$ cat src/hw/dbus_params.svh
`ifndef DBUS_PARAMS_SVH
`define DBUS_PARAMS_SVH

// number of thread lanes served by the data bus
`define DBUS_NUM_THREADS 4

// bytes per data word
`define DBUS_WORD_SIZE 4

// request and response tag width
`define DBUS_TAG_WIDTH 8

// shared-memory window, given as a byte end address and a byte size
// the window spans [BASE - SIZE, BASE)
`define DBUS_SMEM_BASE 32'hFF00_0000
`define DBUS_SMEM_SIZE 32'h0000_4000

`endif

$ cat src/hw/dbus_pkg.sv
`include "dbus_params.svh"

package dbus_pkg;

    // byte offset bits dropped from a byte address
    localparam int word_shift = $clog2(`DBUS_WORD_SIZE);

    // word address width
    localparam int addr_w = 32 - word_shift;

    // data bits per thread
    localparam int data_w = `DBUS_WORD_SIZE * 8;

    // window bounds in word units, lo inclusive, hi exclusive
    localparam logic [addr_w-1:0] smem_lo =
        addr_w'((`DBUS_SMEM_BASE - `DBUS_SMEM_SIZE) >> word_shift);
    localparam logic [addr_w-1:0] smem_hi =
        addr_w'(`DBUS_SMEM_BASE >> word_shift);

    // one lane request
    typedef struct packed {
        logic [addr_w-1:0]              addr;
        logic                           rw;
        logic [`DBUS_WORD_SIZE-1:0]     byteen;
        logic [data_w-1:0]              data;
        logic [`DBUS_TAG_WIDTH-1:0]     tag;
    } req_t;

    // one response bundle covering all threads
    typedef struct packed {
        logic [`DBUS_NUM_THREADS-1:0]               tmask;
        logic [`DBUS_NUM_THREADS-1:0][data_w-1:0]   data;
        logic [`DBUS_TAG_WIDTH-1:0]                 tag;
    } rsp_t;

endpackage

$ cat src/hw/skid_buffer.sv
`timescale 1ns/1ps

module skid_buffer #(
    parameter type T = logic
) (
    input  logic clk,
    input  logic rst_n,

    input  logic valid_in,
    input  T     data_in,
    output logic ready_in,

    output logic valid_out,
    output T     data_out,
    input  logic ready_out
);

    logic main_valid;
    T     main_data;
    logic skid_full;
    T     skid_data;

    // main register may load this cycle
    logic main_load;
    // incoming word must park in the skid register
    logic skid_load;

    assign main_load = ready_out || !main_valid;
    assign skid_load = valid_in && !skid_full && !main_load;

    // ready comes straight from a flop, so the input side never sees ready_out
    assign ready_in  = ~skid_full;

    assign valid_out = main_valid;
    assign data_out  = main_data;

    always_ff @(posedge clk) begin
        if (!rst_n) begin
            main_valid <= 1'b0;
            skid_full  <= 1'b0;
        end else if (main_load) begin
            // skid entry is older, drain it first
            main_valid <= skid_full || valid_in;
            skid_full  <= 1'b0;
        end else if (skid_load) begin
            skid_full  <= 1'b1;
        end
    end

    always_ff @(posedge clk) begin
        if (main_load) begin
            if (skid_full) begin
                main_data <= skid_data;
            end else begin
                main_data <= data_in;
            end
        end
    end

    always_ff @(posedge clk) begin
        if (skid_load) begin
            skid_data <= data_in;
        end
    end

endmodule

$ cat src/hw/lane_router.sv
`timescale 1ns/1ps
`include "dbus_params.svh"

module lane_router (
    input  logic                                clk,
    input  logic                                rst_n,

    // core side of one lane
    input  logic                                in_valid,
    input  logic [dbus_pkg::addr_w-1:0]         in_addr,
    input  logic                                in_rw,
    input  logic [`DBUS_WORD_SIZE-1:0]          in_byteen,
    input  logic [dbus_pkg::data_w-1:0]         in_data,
    input  logic [`DBUS_TAG_WIDTH-1:0]          in_tag,
    output logic                                in_ready,

    // cache side
    output logic                                cache_valid,
    output dbus_pkg::req_t                      cache_req,
    input  logic                                cache_ready,

    // shared-memory side
    output logic                                smem_valid,
    output dbus_pkg::req_t                      smem_req,
    input  logic                                smem_ready
);

    import dbus_pkg::*;

    req_t req;
    logic is_smem;
    logic cache_in_ready;
    logic smem_in_ready;

    assign req = '{
        addr:   in_addr,
        rw:     in_rw,
        byteen: in_byteen,
        data:   in_data,
        tag:    in_tag
    };

    // window check on the word address
    assign is_smem = (in_addr >= smem_lo) && (in_addr < smem_hi);

    skid_buffer #(
        .T (req_t)
    ) u_cache_buf (
        .clk       (clk),
        .rst_n     (rst_n),
        .valid_in  (in_valid && !is_smem),
        .data_in   (req),
        .ready_in  (cache_in_ready),
        .valid_out (cache_valid),
        .data_out  (cache_req),
        .ready_out (cache_ready)
    );

    skid_buffer #(
        .T (req_t)
    ) u_smem_buf (
        .clk       (clk),
        .rst_n     (rst_n),
        .valid_in  (in_valid && is_smem),
        .data_in   (req),
        .ready_in  (smem_in_ready),
        .valid_out (smem_valid),
        .data_out  (smem_req),
        .ready_out (smem_ready)
    );

    // a full buffer only holds back requests headed its way
    assign in_ready = is_smem ? smem_in_ready : cache_in_ready;

endmodule

$ cat src/hw/rsp_arbiter.sv
`timescale 1ns/1ps
`include "dbus_params.svh"

module rsp_arbiter (
    input  logic                                                clk,
    input  logic                                                rst_n,

    // cache response bundle
    input  logic [`DBUS_NUM_THREADS-1:0]                        cache_valid,
    input  logic [`DBUS_NUM_THREADS-1:0][dbus_pkg::data_w-1:0]  cache_data,
    input  logic [`DBUS_TAG_WIDTH-1:0]                          cache_tag,
    output logic                                                cache_ready,

    // shared-memory response bundle
    input  logic [`DBUS_NUM_THREADS-1:0]                        smem_valid,
    input  logic [`DBUS_NUM_THREADS-1:0][dbus_pkg::data_w-1:0]  smem_data,
    input  logic [`DBUS_TAG_WIDTH-1:0]                          smem_tag,
    output logic                                                smem_ready,

    // merged bundle to the core
    output logic [`DBUS_NUM_THREADS-1:0]                        out_valid,
    output logic [`DBUS_NUM_THREADS-1:0][dbus_pkg::data_w-1:0]  out_data,
    output logic [`DBUS_TAG_WIDTH-1:0]                          out_tag,
    input  logic                                                out_ready
);

    import dbus_pkg::*;

    logic cache_any;
    logic smem_any;
    // 0 favours the cache, 1 favours shared memory
    logic prio_smem;
    logic grant_smem;
    logic sel_valid;
    rsp_t sel_rsp;

    logic buf_ready;
    logic buf_valid;
    rsp_t buf_rsp;

    // a bundle is on offer when any thread bit is set
    assign cache_any = |cache_valid;
    assign smem_any  = |smem_valid;

    assign grant_smem = smem_any && (!cache_any || prio_smem);
    assign sel_valid  = cache_any || smem_any;

    always_comb begin
        if (grant_smem) begin
            sel_rsp = '{tmask: smem_valid, data: smem_data, tag: smem_tag};
        end else begin
            sel_rsp = '{tmask: cache_valid, data: cache_data, tag: cache_tag};
        end
    end

    assign cache_ready = buf_ready && cache_any && !grant_smem;
    assign smem_ready  = buf_ready && grant_smem;

    // hand priority to the source that just lost
    always_ff @(posedge clk) begin
        if (!rst_n) begin
            prio_smem <= 1'b0;
        end else if (sel_valid && buf_ready) begin
            prio_smem <= !grant_smem;
        end
    end

    skid_buffer #(
        .T (rsp_t)
    ) u_out_buf (
        .clk       (clk),
        .rst_n     (rst_n),
        .valid_in  (sel_valid),
        .data_in   (sel_rsp),
        .ready_in  (buf_ready),
        .valid_out (buf_valid),
        .data_out  (buf_rsp),
        .ready_out (out_ready)
    );

    assign out_valid = buf_rsp.tmask & {`DBUS_NUM_THREADS{buf_valid}};
    assign out_data  = buf_rsp.data;
    assign out_tag   = buf_rsp.tag;

endmodule

$ cat src/hw/dbus_arb.sv
`timescale 1ns/1ps
`include "dbus_params.svh"

module dbus_arb (
    input  logic                                                clk,
    input  logic                                                rst_n,

    // core requests, one slot per lane
    input  logic [`DBUS_NUM_THREADS-1:0]                        core_req_valid,
    input  logic [`DBUS_NUM_THREADS-1:0][dbus_pkg::addr_w-1:0]  core_req_addr,
    input  logic [`DBUS_NUM_THREADS-1:0]                        core_req_rw,
    input  logic [`DBUS_NUM_THREADS-1:0][`DBUS_WORD_SIZE-1:0]   core_req_byteen,
    input  logic [`DBUS_NUM_THREADS-1:0][dbus_pkg::data_w-1:0]  core_req_data,
    input  logic [`DBUS_NUM_THREADS-1:0][`DBUS_TAG_WIDTH-1:0]   core_req_tag,
    output logic [`DBUS_NUM_THREADS-1:0]                        core_req_ready,

    // cache requests
    output logic [`DBUS_NUM_THREADS-1:0]                        cache_req_valid,
    output logic [`DBUS_NUM_THREADS-1:0][dbus_pkg::addr_w-1:0]  cache_req_addr,
    output logic [`DBUS_NUM_THREADS-1:0]                        cache_req_rw,
    output logic [`DBUS_NUM_THREADS-1:0][`DBUS_WORD_SIZE-1:0]   cache_req_byteen,
    output logic [`DBUS_NUM_THREADS-1:0][dbus_pkg::data_w-1:0]  cache_req_data,
    output logic [`DBUS_NUM_THREADS-1:0][`DBUS_TAG_WIDTH-1:0]   cache_req_tag,
    input  logic [`DBUS_NUM_THREADS-1:0]                        cache_req_ready,

    // shared-memory requests
    output logic [`DBUS_NUM_THREADS-1:0]                        smem_req_valid,
    output logic [`DBUS_NUM_THREADS-1:0][dbus_pkg::addr_w-1:0]  smem_req_addr,
    output logic [`DBUS_NUM_THREADS-1:0]                        smem_req_rw,
    output logic [`DBUS_NUM_THREADS-1:0][`DBUS_WORD_SIZE-1:0]   smem_req_byteen,
    output logic [`DBUS_NUM_THREADS-1:0][dbus_pkg::data_w-1:0]  smem_req_data,
    output logic [`DBUS_NUM_THREADS-1:0][`DBUS_TAG_WIDTH-1:0]   smem_req_tag,
    input  logic [`DBUS_NUM_THREADS-1:0]                        smem_req_ready,

    // cache response bundle
    input  logic [`DBUS_NUM_THREADS-1:0]                        cache_rsp_valid,
    input  logic [`DBUS_NUM_THREADS-1:0][dbus_pkg::data_w-1:0]  cache_rsp_data,
    input  logic [`DBUS_TAG_WIDTH-1:0]                          cache_rsp_tag,
    output logic                                                cache_rsp_ready,

    // shared-memory response bundle
    input  logic [`DBUS_NUM_THREADS-1:0]                        smem_rsp_valid,
    input  logic [`DBUS_NUM_THREADS-1:0][dbus_pkg::data_w-1:0]  smem_rsp_data,
    input  logic [`DBUS_TAG_WIDTH-1:0]                          smem_rsp_tag,
    output logic                                                smem_rsp_ready,

    // merged response to the core
    output logic [`DBUS_NUM_THREADS-1:0]                        core_rsp_valid,
    output logic [`DBUS_NUM_THREADS-1:0][dbus_pkg::data_w-1:0]  core_rsp_data,
    output logic [`DBUS_TAG_WIDTH-1:0]                          core_rsp_tag,
    input  logic                                                core_rsp_ready
);

    import dbus_pkg::*;

    // request path, one router per lane
    for (genvar i = 0; i < `DBUS_NUM_THREADS; i++) begin : g_lane
        req_t cache_req;
        req_t smem_req;

        lane_router u_lane_router (
            .clk         (clk),
            .rst_n       (rst_n),
            .in_valid    (core_req_valid[i]),
            .in_addr     (core_req_addr[i]),
            .in_rw       (core_req_rw[i]),
            .in_byteen   (core_req_byteen[i]),
            .in_data     (core_req_data[i]),
            .in_tag      (core_req_tag[i]),
            .in_ready    (core_req_ready[i]),
            .cache_valid (cache_req_valid[i]),
            .cache_req   (cache_req),
            .cache_ready (cache_req_ready[i]),
            .smem_valid  (smem_req_valid[i]),
            .smem_req    (smem_req),
            .smem_ready  (smem_req_ready[i])
        );

        assign cache_req_addr[i]   = cache_req.addr;
        assign cache_req_rw[i]     = cache_req.rw;
        assign cache_req_byteen[i] = cache_req.byteen;
        assign cache_req_data[i]   = cache_req.data;
        assign cache_req_tag[i]    = cache_req.tag;

        assign smem_req_addr[i]    = smem_req.addr;
        assign smem_req_rw[i]      = smem_req.rw;
        assign smem_req_byteen[i]  = smem_req.byteen;
        assign smem_req_data[i]    = smem_req.data;
        assign smem_req_tag[i]     = smem_req.tag;
    end

    // response path
    rsp_arbiter u_rsp_arbiter (
        .clk         (clk),
        .rst_n       (rst_n),
        .cache_valid (cache_rsp_valid),
        .cache_data  (cache_rsp_data),
        .cache_tag   (cache_rsp_tag),
        .cache_ready (cache_rsp_ready),
        .smem_valid  (smem_rsp_valid),
        .smem_data   (smem_rsp_data),
        .smem_tag    (smem_rsp_tag),
        .smem_ready  (smem_rsp_ready),
        .out_valid   (core_rsp_valid),
        .out_data    (core_rsp_data),
        .out_tag     (core_rsp_tag),
        .out_ready   (core_rsp_ready)
    );

endmodule

$ cat config.mk
export PLATFORM = sky130hd
export DESIGN_NAME = dbus_arb
export DESIGN_NICKNAME = d
export VERILOG_FILES = /design/src/hw/dbus_pkg.sv /design/src/hw/skid_buffer.sv /design/src/hw/lane_router.sv /design/src/hw/rsp_arbiter.sv /design/src/hw/dbus_arb.sv
export VERILOG_INCLUDE_DIRS = /design/src /design/src/hw
export SDC_FILE = /design/constraint.sdc
export NUM_CORES = 2
export LEC_CHECK = 0
export CORE_AREA = 2 2 520 522
export CTS_BUF_LIST = sky130_fd_sc_hd__clkbuf_8
export CTS_CLUSTER_SIZE = 8
export DETAILED_ROUTE_END_ITERATION = 7
export DIE_AREA = 0 0 522 524
export DONT_BUFFER_PORTS = 1
export PLACE_DENSITY = 0.4
export RECOVER_POWER = 100
export SYNTH_ARGS = -nofsm -noshare
export SYNTH_HDL_FRONTEND = slang
export SYNTH_HIERARCHICAL = 1
export SYNTH_SLANG_ARGS = --single-unit
$ cat constraint.sdc
create_clock -name clk -period 24.6 [get_ports clk]
set_input_delay 4.92 -clock clk [delete_from_list [all_inputs] [get_ports clk]]
set_output_delay 4.92 -clock clk [all_outputs]
set_load 0.01 [all_outputs]
* Word-level counts from Yosys, hierarchy flattened *
Index checks and enable logic that the tools add are counted.

word-level totals
  flip-flop bits (word level) = 1499
  input port bits = 595
  output and inout bits = 754
  logic and storage cells = 243

cells by class
  $lt $le $gt $ge = 8
  muxes and demuxes = 14
  bitwise logic cells = 11
  reduce and logical (&&, ||, !) cells = 99

operators with widths
  kind                    number
  $mux W75                8
  $mux W140               2
  $ge A30 B30 Y1 const B  4
  $lt A30 B30 Y1 const B  4
  $logic_and A1 B1 Y1     35
  $logic_not A1 Y1        33
  $logic_or A1 B1 Y1      20
  $reduce_or A2 Y1        9
  $not A1 Y1              10
  $reduce_or A4 Y1        2
  $and A4 B4 Y4           1
  $mux W1                 4

* Depth between registers and ports, before layout *
  depth after elaboration = 6
  mapped depth = 6
  mapped depth without buffers = 6

* Hierarchy *
The synthesis kept the hierarchy.

modules (own cells, without submodules)
  module                                                 instances  cells an instance  area each (um^2)  sequential area each (um^2)
  skid_buffer (g_lane[0].u_lane_router.u_cache_buf ...)  8          242                5571.6            4544.4
  skid_buffer (u_rsp_arbiter.u_out_buf)                  1          444                10456.3           8448.1
  rsp_arbiter                                            1          172                1834.3            20.0
  lane_router                                            4          10                 75.1              0.0

* Worst setup path before layout *
Ideal clock, no wire load.

  path kind = input port to flip-flop
  start point = input port core_rsp_ready
  end point = register u_rsp_arbiter/u_out_buf/skid_data[0] (netlist name), enable pin
  setup time = 0.838 ns
  data arrival time = 18.947 ns
  data required time = 23.762 ns
  path slack = 4.815 ns
  stages = 2
  buffers on the path = 0
  cells stage by stage = nand2b_1 -> nor3b_1

on the way
  longest elaborated chain between the ends = 3

RTL lines
  what                                   line               text
  from (decl)                            dbus_arb.sv:51     input logic core_rsp_ready
  $logic_or A1 B1 Y1                     skid_buffer.sv:28  assign main_load = ready_out || !main_valid;
  $logic_not A1 Y1                       skid_buffer.sv:29  assign skid_load = valid_in && !skid_full && !main_load;
  $logic_and A1 B1 Y1                    skid_buffer.sv:29
  net u_rsp_arbiter.u_out_buf.skid_load  skid_buffer.sv:26  logic skid_load;
  to (signal assigned)                   skid_buffer.sv:62  skid_data <= data_in;
  to (decl)                              skid_buffer.sv:21  T skid_data;

The timed path passes the listed nets, and every way through them passes these cells.
A chain may end at the register's enable or synchronous reset.

* Worst setup path in the final report *
Ends and elaborated chain as after synthesis.

==> results by group <==
Clocking
  • Clock latency at the later pin of the worst-skew pair: about 940 ps
  • Worst-path clk slew: 60 ps
  • CTS tree: yes
  • Total CTS buffers: 283
  • Cts repair resizes: 0
  • CTS max path bufs: 4
  • Post-CTS setup buffers: 0
  • Root buffer cell: clkbuf_8
  • H-tree levels: 5
  • # hold bufs at CTS: 0
  • Sink Count: 1,499

Timing
  • Slew headroom: -194.5%
  • Final setup vio count: 0
  • Fin crit period: between 10,000 and 15,000 ps
  • Worst-margin pin slew: roughly 4400 ps
  • Fin crit share: 53.70%
  • Total Negative Setup Slacks: 0 ps
  • Worst Clk Skew: approximately 70 ps
  • Max Fclk: 0.07570 GHz
  • Hold Slack: 492.0 ps
  • Unrepaired setup endpoints after global routing: no
  • Slew Viols, Final: 1,567
  • Fin. Hold Viols: 0

Setup path
  • Worst Setup Path Type: in2reg
  • Worst setup SP type: input pin
  • Req. time, crit path: 24,990 ps
  • Critical path endpoint category: flip-flop
  • Crit Path Max Fanout: 70
  • Critical Path AT: 13,600 ps

Floorplanning
  • Die Wd: 522 µm
  • Die Y: 524 µm
  • Initial Util: between 20% and 30%
  • Site Rows: 190
  • I/O Pins: 1,349
  • CORE AREA: 267,400 µm²
  • Die area: between 200,000 and 300,000 µm²

Yosys
  • Unique masters post-synth: 30
  • Mapped Area: 57,160 µm²
  • Ranking of synthesized cells by area: edfxtp_1 (78%), mux2_2 (11%), mux2_4 (5.4%)
  • Post-Syn Area per Cell: between 20 and 25 µm²
  • Top-area cell type share of the netlist area: 77.75%
  • Yosys warning count: 6
  • Gate Count Post-Synth: 2,592
  • Largest area contributor in the netlist: edfxtp_1
  • Sequential fraction of the synthesis area: between 70% and 80%
  • Register bit total from synthesis: 1,499
  • Main synth FF type: edfxtp_1
  • Post-synth EDFFs: 1,480
  • FFs w/ async S/R, synth: 0%
  • Syn_nets: 3,187

Hold path
  • Hold Crit Class: reg2reg

Routing
  • DR vias/cell: 3.967
  • DRC: 0
  • Initial DRC Count: between 1,500 and 2,000
  • Vias: 26,490
  • Detailed Route WL: 200.4 mm
  • First-pass DRT Iterations: 7
  • Final antenna-violating net count: 0
  • Wire per inst: ~30 µm

Global routing
  • First-pass GRT wire length: 258.8 mm
  • Total gr overflow: 0
  • Initial antenna violation count: 146
  • Largest net degree at the start of global routing: ~110
  • Via count of the first global-routing pass: 27,080
  • Tot GR Track Use: 13.81%

Power
  • Static Leak: 21.14 nW
  • VDD IR max: ~0.000045 V
  • PD cells: 85.00 nW/µm²

Layout
  • Layout cells sized above 1: 28.71%
  • Filler cells: 27,550
  • Commonest non-fill, non-tap cell in the layout: edfxtp_1
  • Commonest non-fill, non-tap cells in the layout: edfxtp_1 (1,480), mux2_2 (509), mux2_1 (369), clkbuf_8 (291), inv_1 (111)
  • Area grow syn2layout: 14.55%
  • Nets: 3,412

Placed design
  • Dpl hpwl: between 100 and 150 mm
  • GP Congestion: 0.8738
  • PortBufs: 0

Outcome
  • Status: finished, violations left
  • Failing checks: max-capacitance violations, max-slew violations

Flow run
  • MaxCap Viol Count: 37
metrics by stage:
step           instances  utilization, %  setup slack (ps)  cell area (µm²)  total power [mW]
3_3_place_gp        6084           22.87             13100            61160             3.366
3_5_place_dp        6084           22.87             13090            61160             3.363
4_1_cts             6572           24.78             13090            66260             5.693
5_1_grt             6640           24.45             10790            65380             5.783
6_report            6678           24.48             11390            65480             5.566
2_1_floorplan       2592               -              4815            57160             3.252
worst paths after layout:
path	start	to	slack (ps)	cells after the start
worst max-delay path	core_rsp_ready	u_rsp_arbiter/u_out_buf/skid_data[0]	11390	4
worst min-delay path	u_rsp_arbiter/u_out_buf/skid_data[49]	u_rsp_arbiter/u_out_buf/data_out[49]	490	1
worst max register to register	u_rsp_arbiter/u_out_buf/valid_out	u_rsp_arbiter/u_out_buf/skid_data[0]	14980	4
worst min register to register	u_rsp_arbiter/u_out_buf/skid_data[49]	u_rsp_arbiter/u_out_buf/data_out[49]	490	1
flip-flops by register name (all words and copies together), names as in the netlist, 4 cells and up:
signal	flops
g_lane.u_lane_router/u_smem_buf/skid_full	4
g_lane.u_lane_router/u_cache_buf/skid_data	300
g_lane.u_lane_router/u_smem_buf/skid_data	300
u_rsp_arbiter/u_out_buf/skid_data	140
u_rsp_arbiter/u_out_buf/data_out	140
g_lane.u_lane_router/u_cache_buf/data_out	300
g_lane.u_lane_router/u_cache_buf/skid_full	4
g_lane.u_lane_router/u_smem_buf/data_out	300
g_lane.u_lane_router/u_smem_buf/valid_out	4
g_lane.u_lane_router/u_cache_buf/valid_out	4
worst max-delay path: stages:
cell and delay (ps):
nand2b_1 770, nor3b_1 1510, clkbuf_1 3190, clkbuf_1 3050
report_power, final:
part           total, mW  switching [mW]  internal [mW]
registers           3.11           0.146           2.96
clock network       2.28            1.11           1.18
logic              0.177          0.0951         0.0822
cells in the mapped netlist (11+ instances only):
library cell  instances
edfxtp_1           1480
mux2_2              577
mux2_4              207
mux2_1               96
buf_2                51
buf_6                36
dfxtp_1              19
nor3b_1              17
inv_1                14
nand4_1              12
nor2_1               12
nand2b_1             11
kinds of logic (layout without fill, tap and decap cells):
logic type / after synthesis / after routing / share of synthesized area, %
AOI/OAI and AO/OA: 17 / 17 / 0.2276
and+or+nand+nor: 79 / 79 / 0.9281
buffers and inverters: 117 / 545 / 1.738
other: 0 / 106 / 0
DFF: 1499 / 1499 / 78.41
muxes: 880 / 880 / 18.69
area by class of cell:
cell class	count	area (µm²)	share of cell area, %
Clock buffer	291	4005	6.117
Timing Repair Buffer	43	207.7	0.3172
Antenna cell	106	265.3	0.4051
Tap cell	3552	4444	6.787
Sequential cell	1499	44860	68.51
Clock inverter	197	1100	1.680
Inverter	14	52.55	0.08026
Multi-Input combinational cell	976	10550	16.11
per-layer routing:
| layer | track usage, % | share of wire, % | vias up |
|---|---|---|---|
| li1 | - | - | 10990 |
| met1 | 13.03 | 32 | 13520 |
| met2 | 24.39 | 51 | 1457 |
| met3 | 7.962 | 13 | 471 |
| met4 | 5.524 | 4.2 | 54 |
| met5 | 0 | 0.19 | - |
Note: power is estimated with default switching activity, not from simulation.
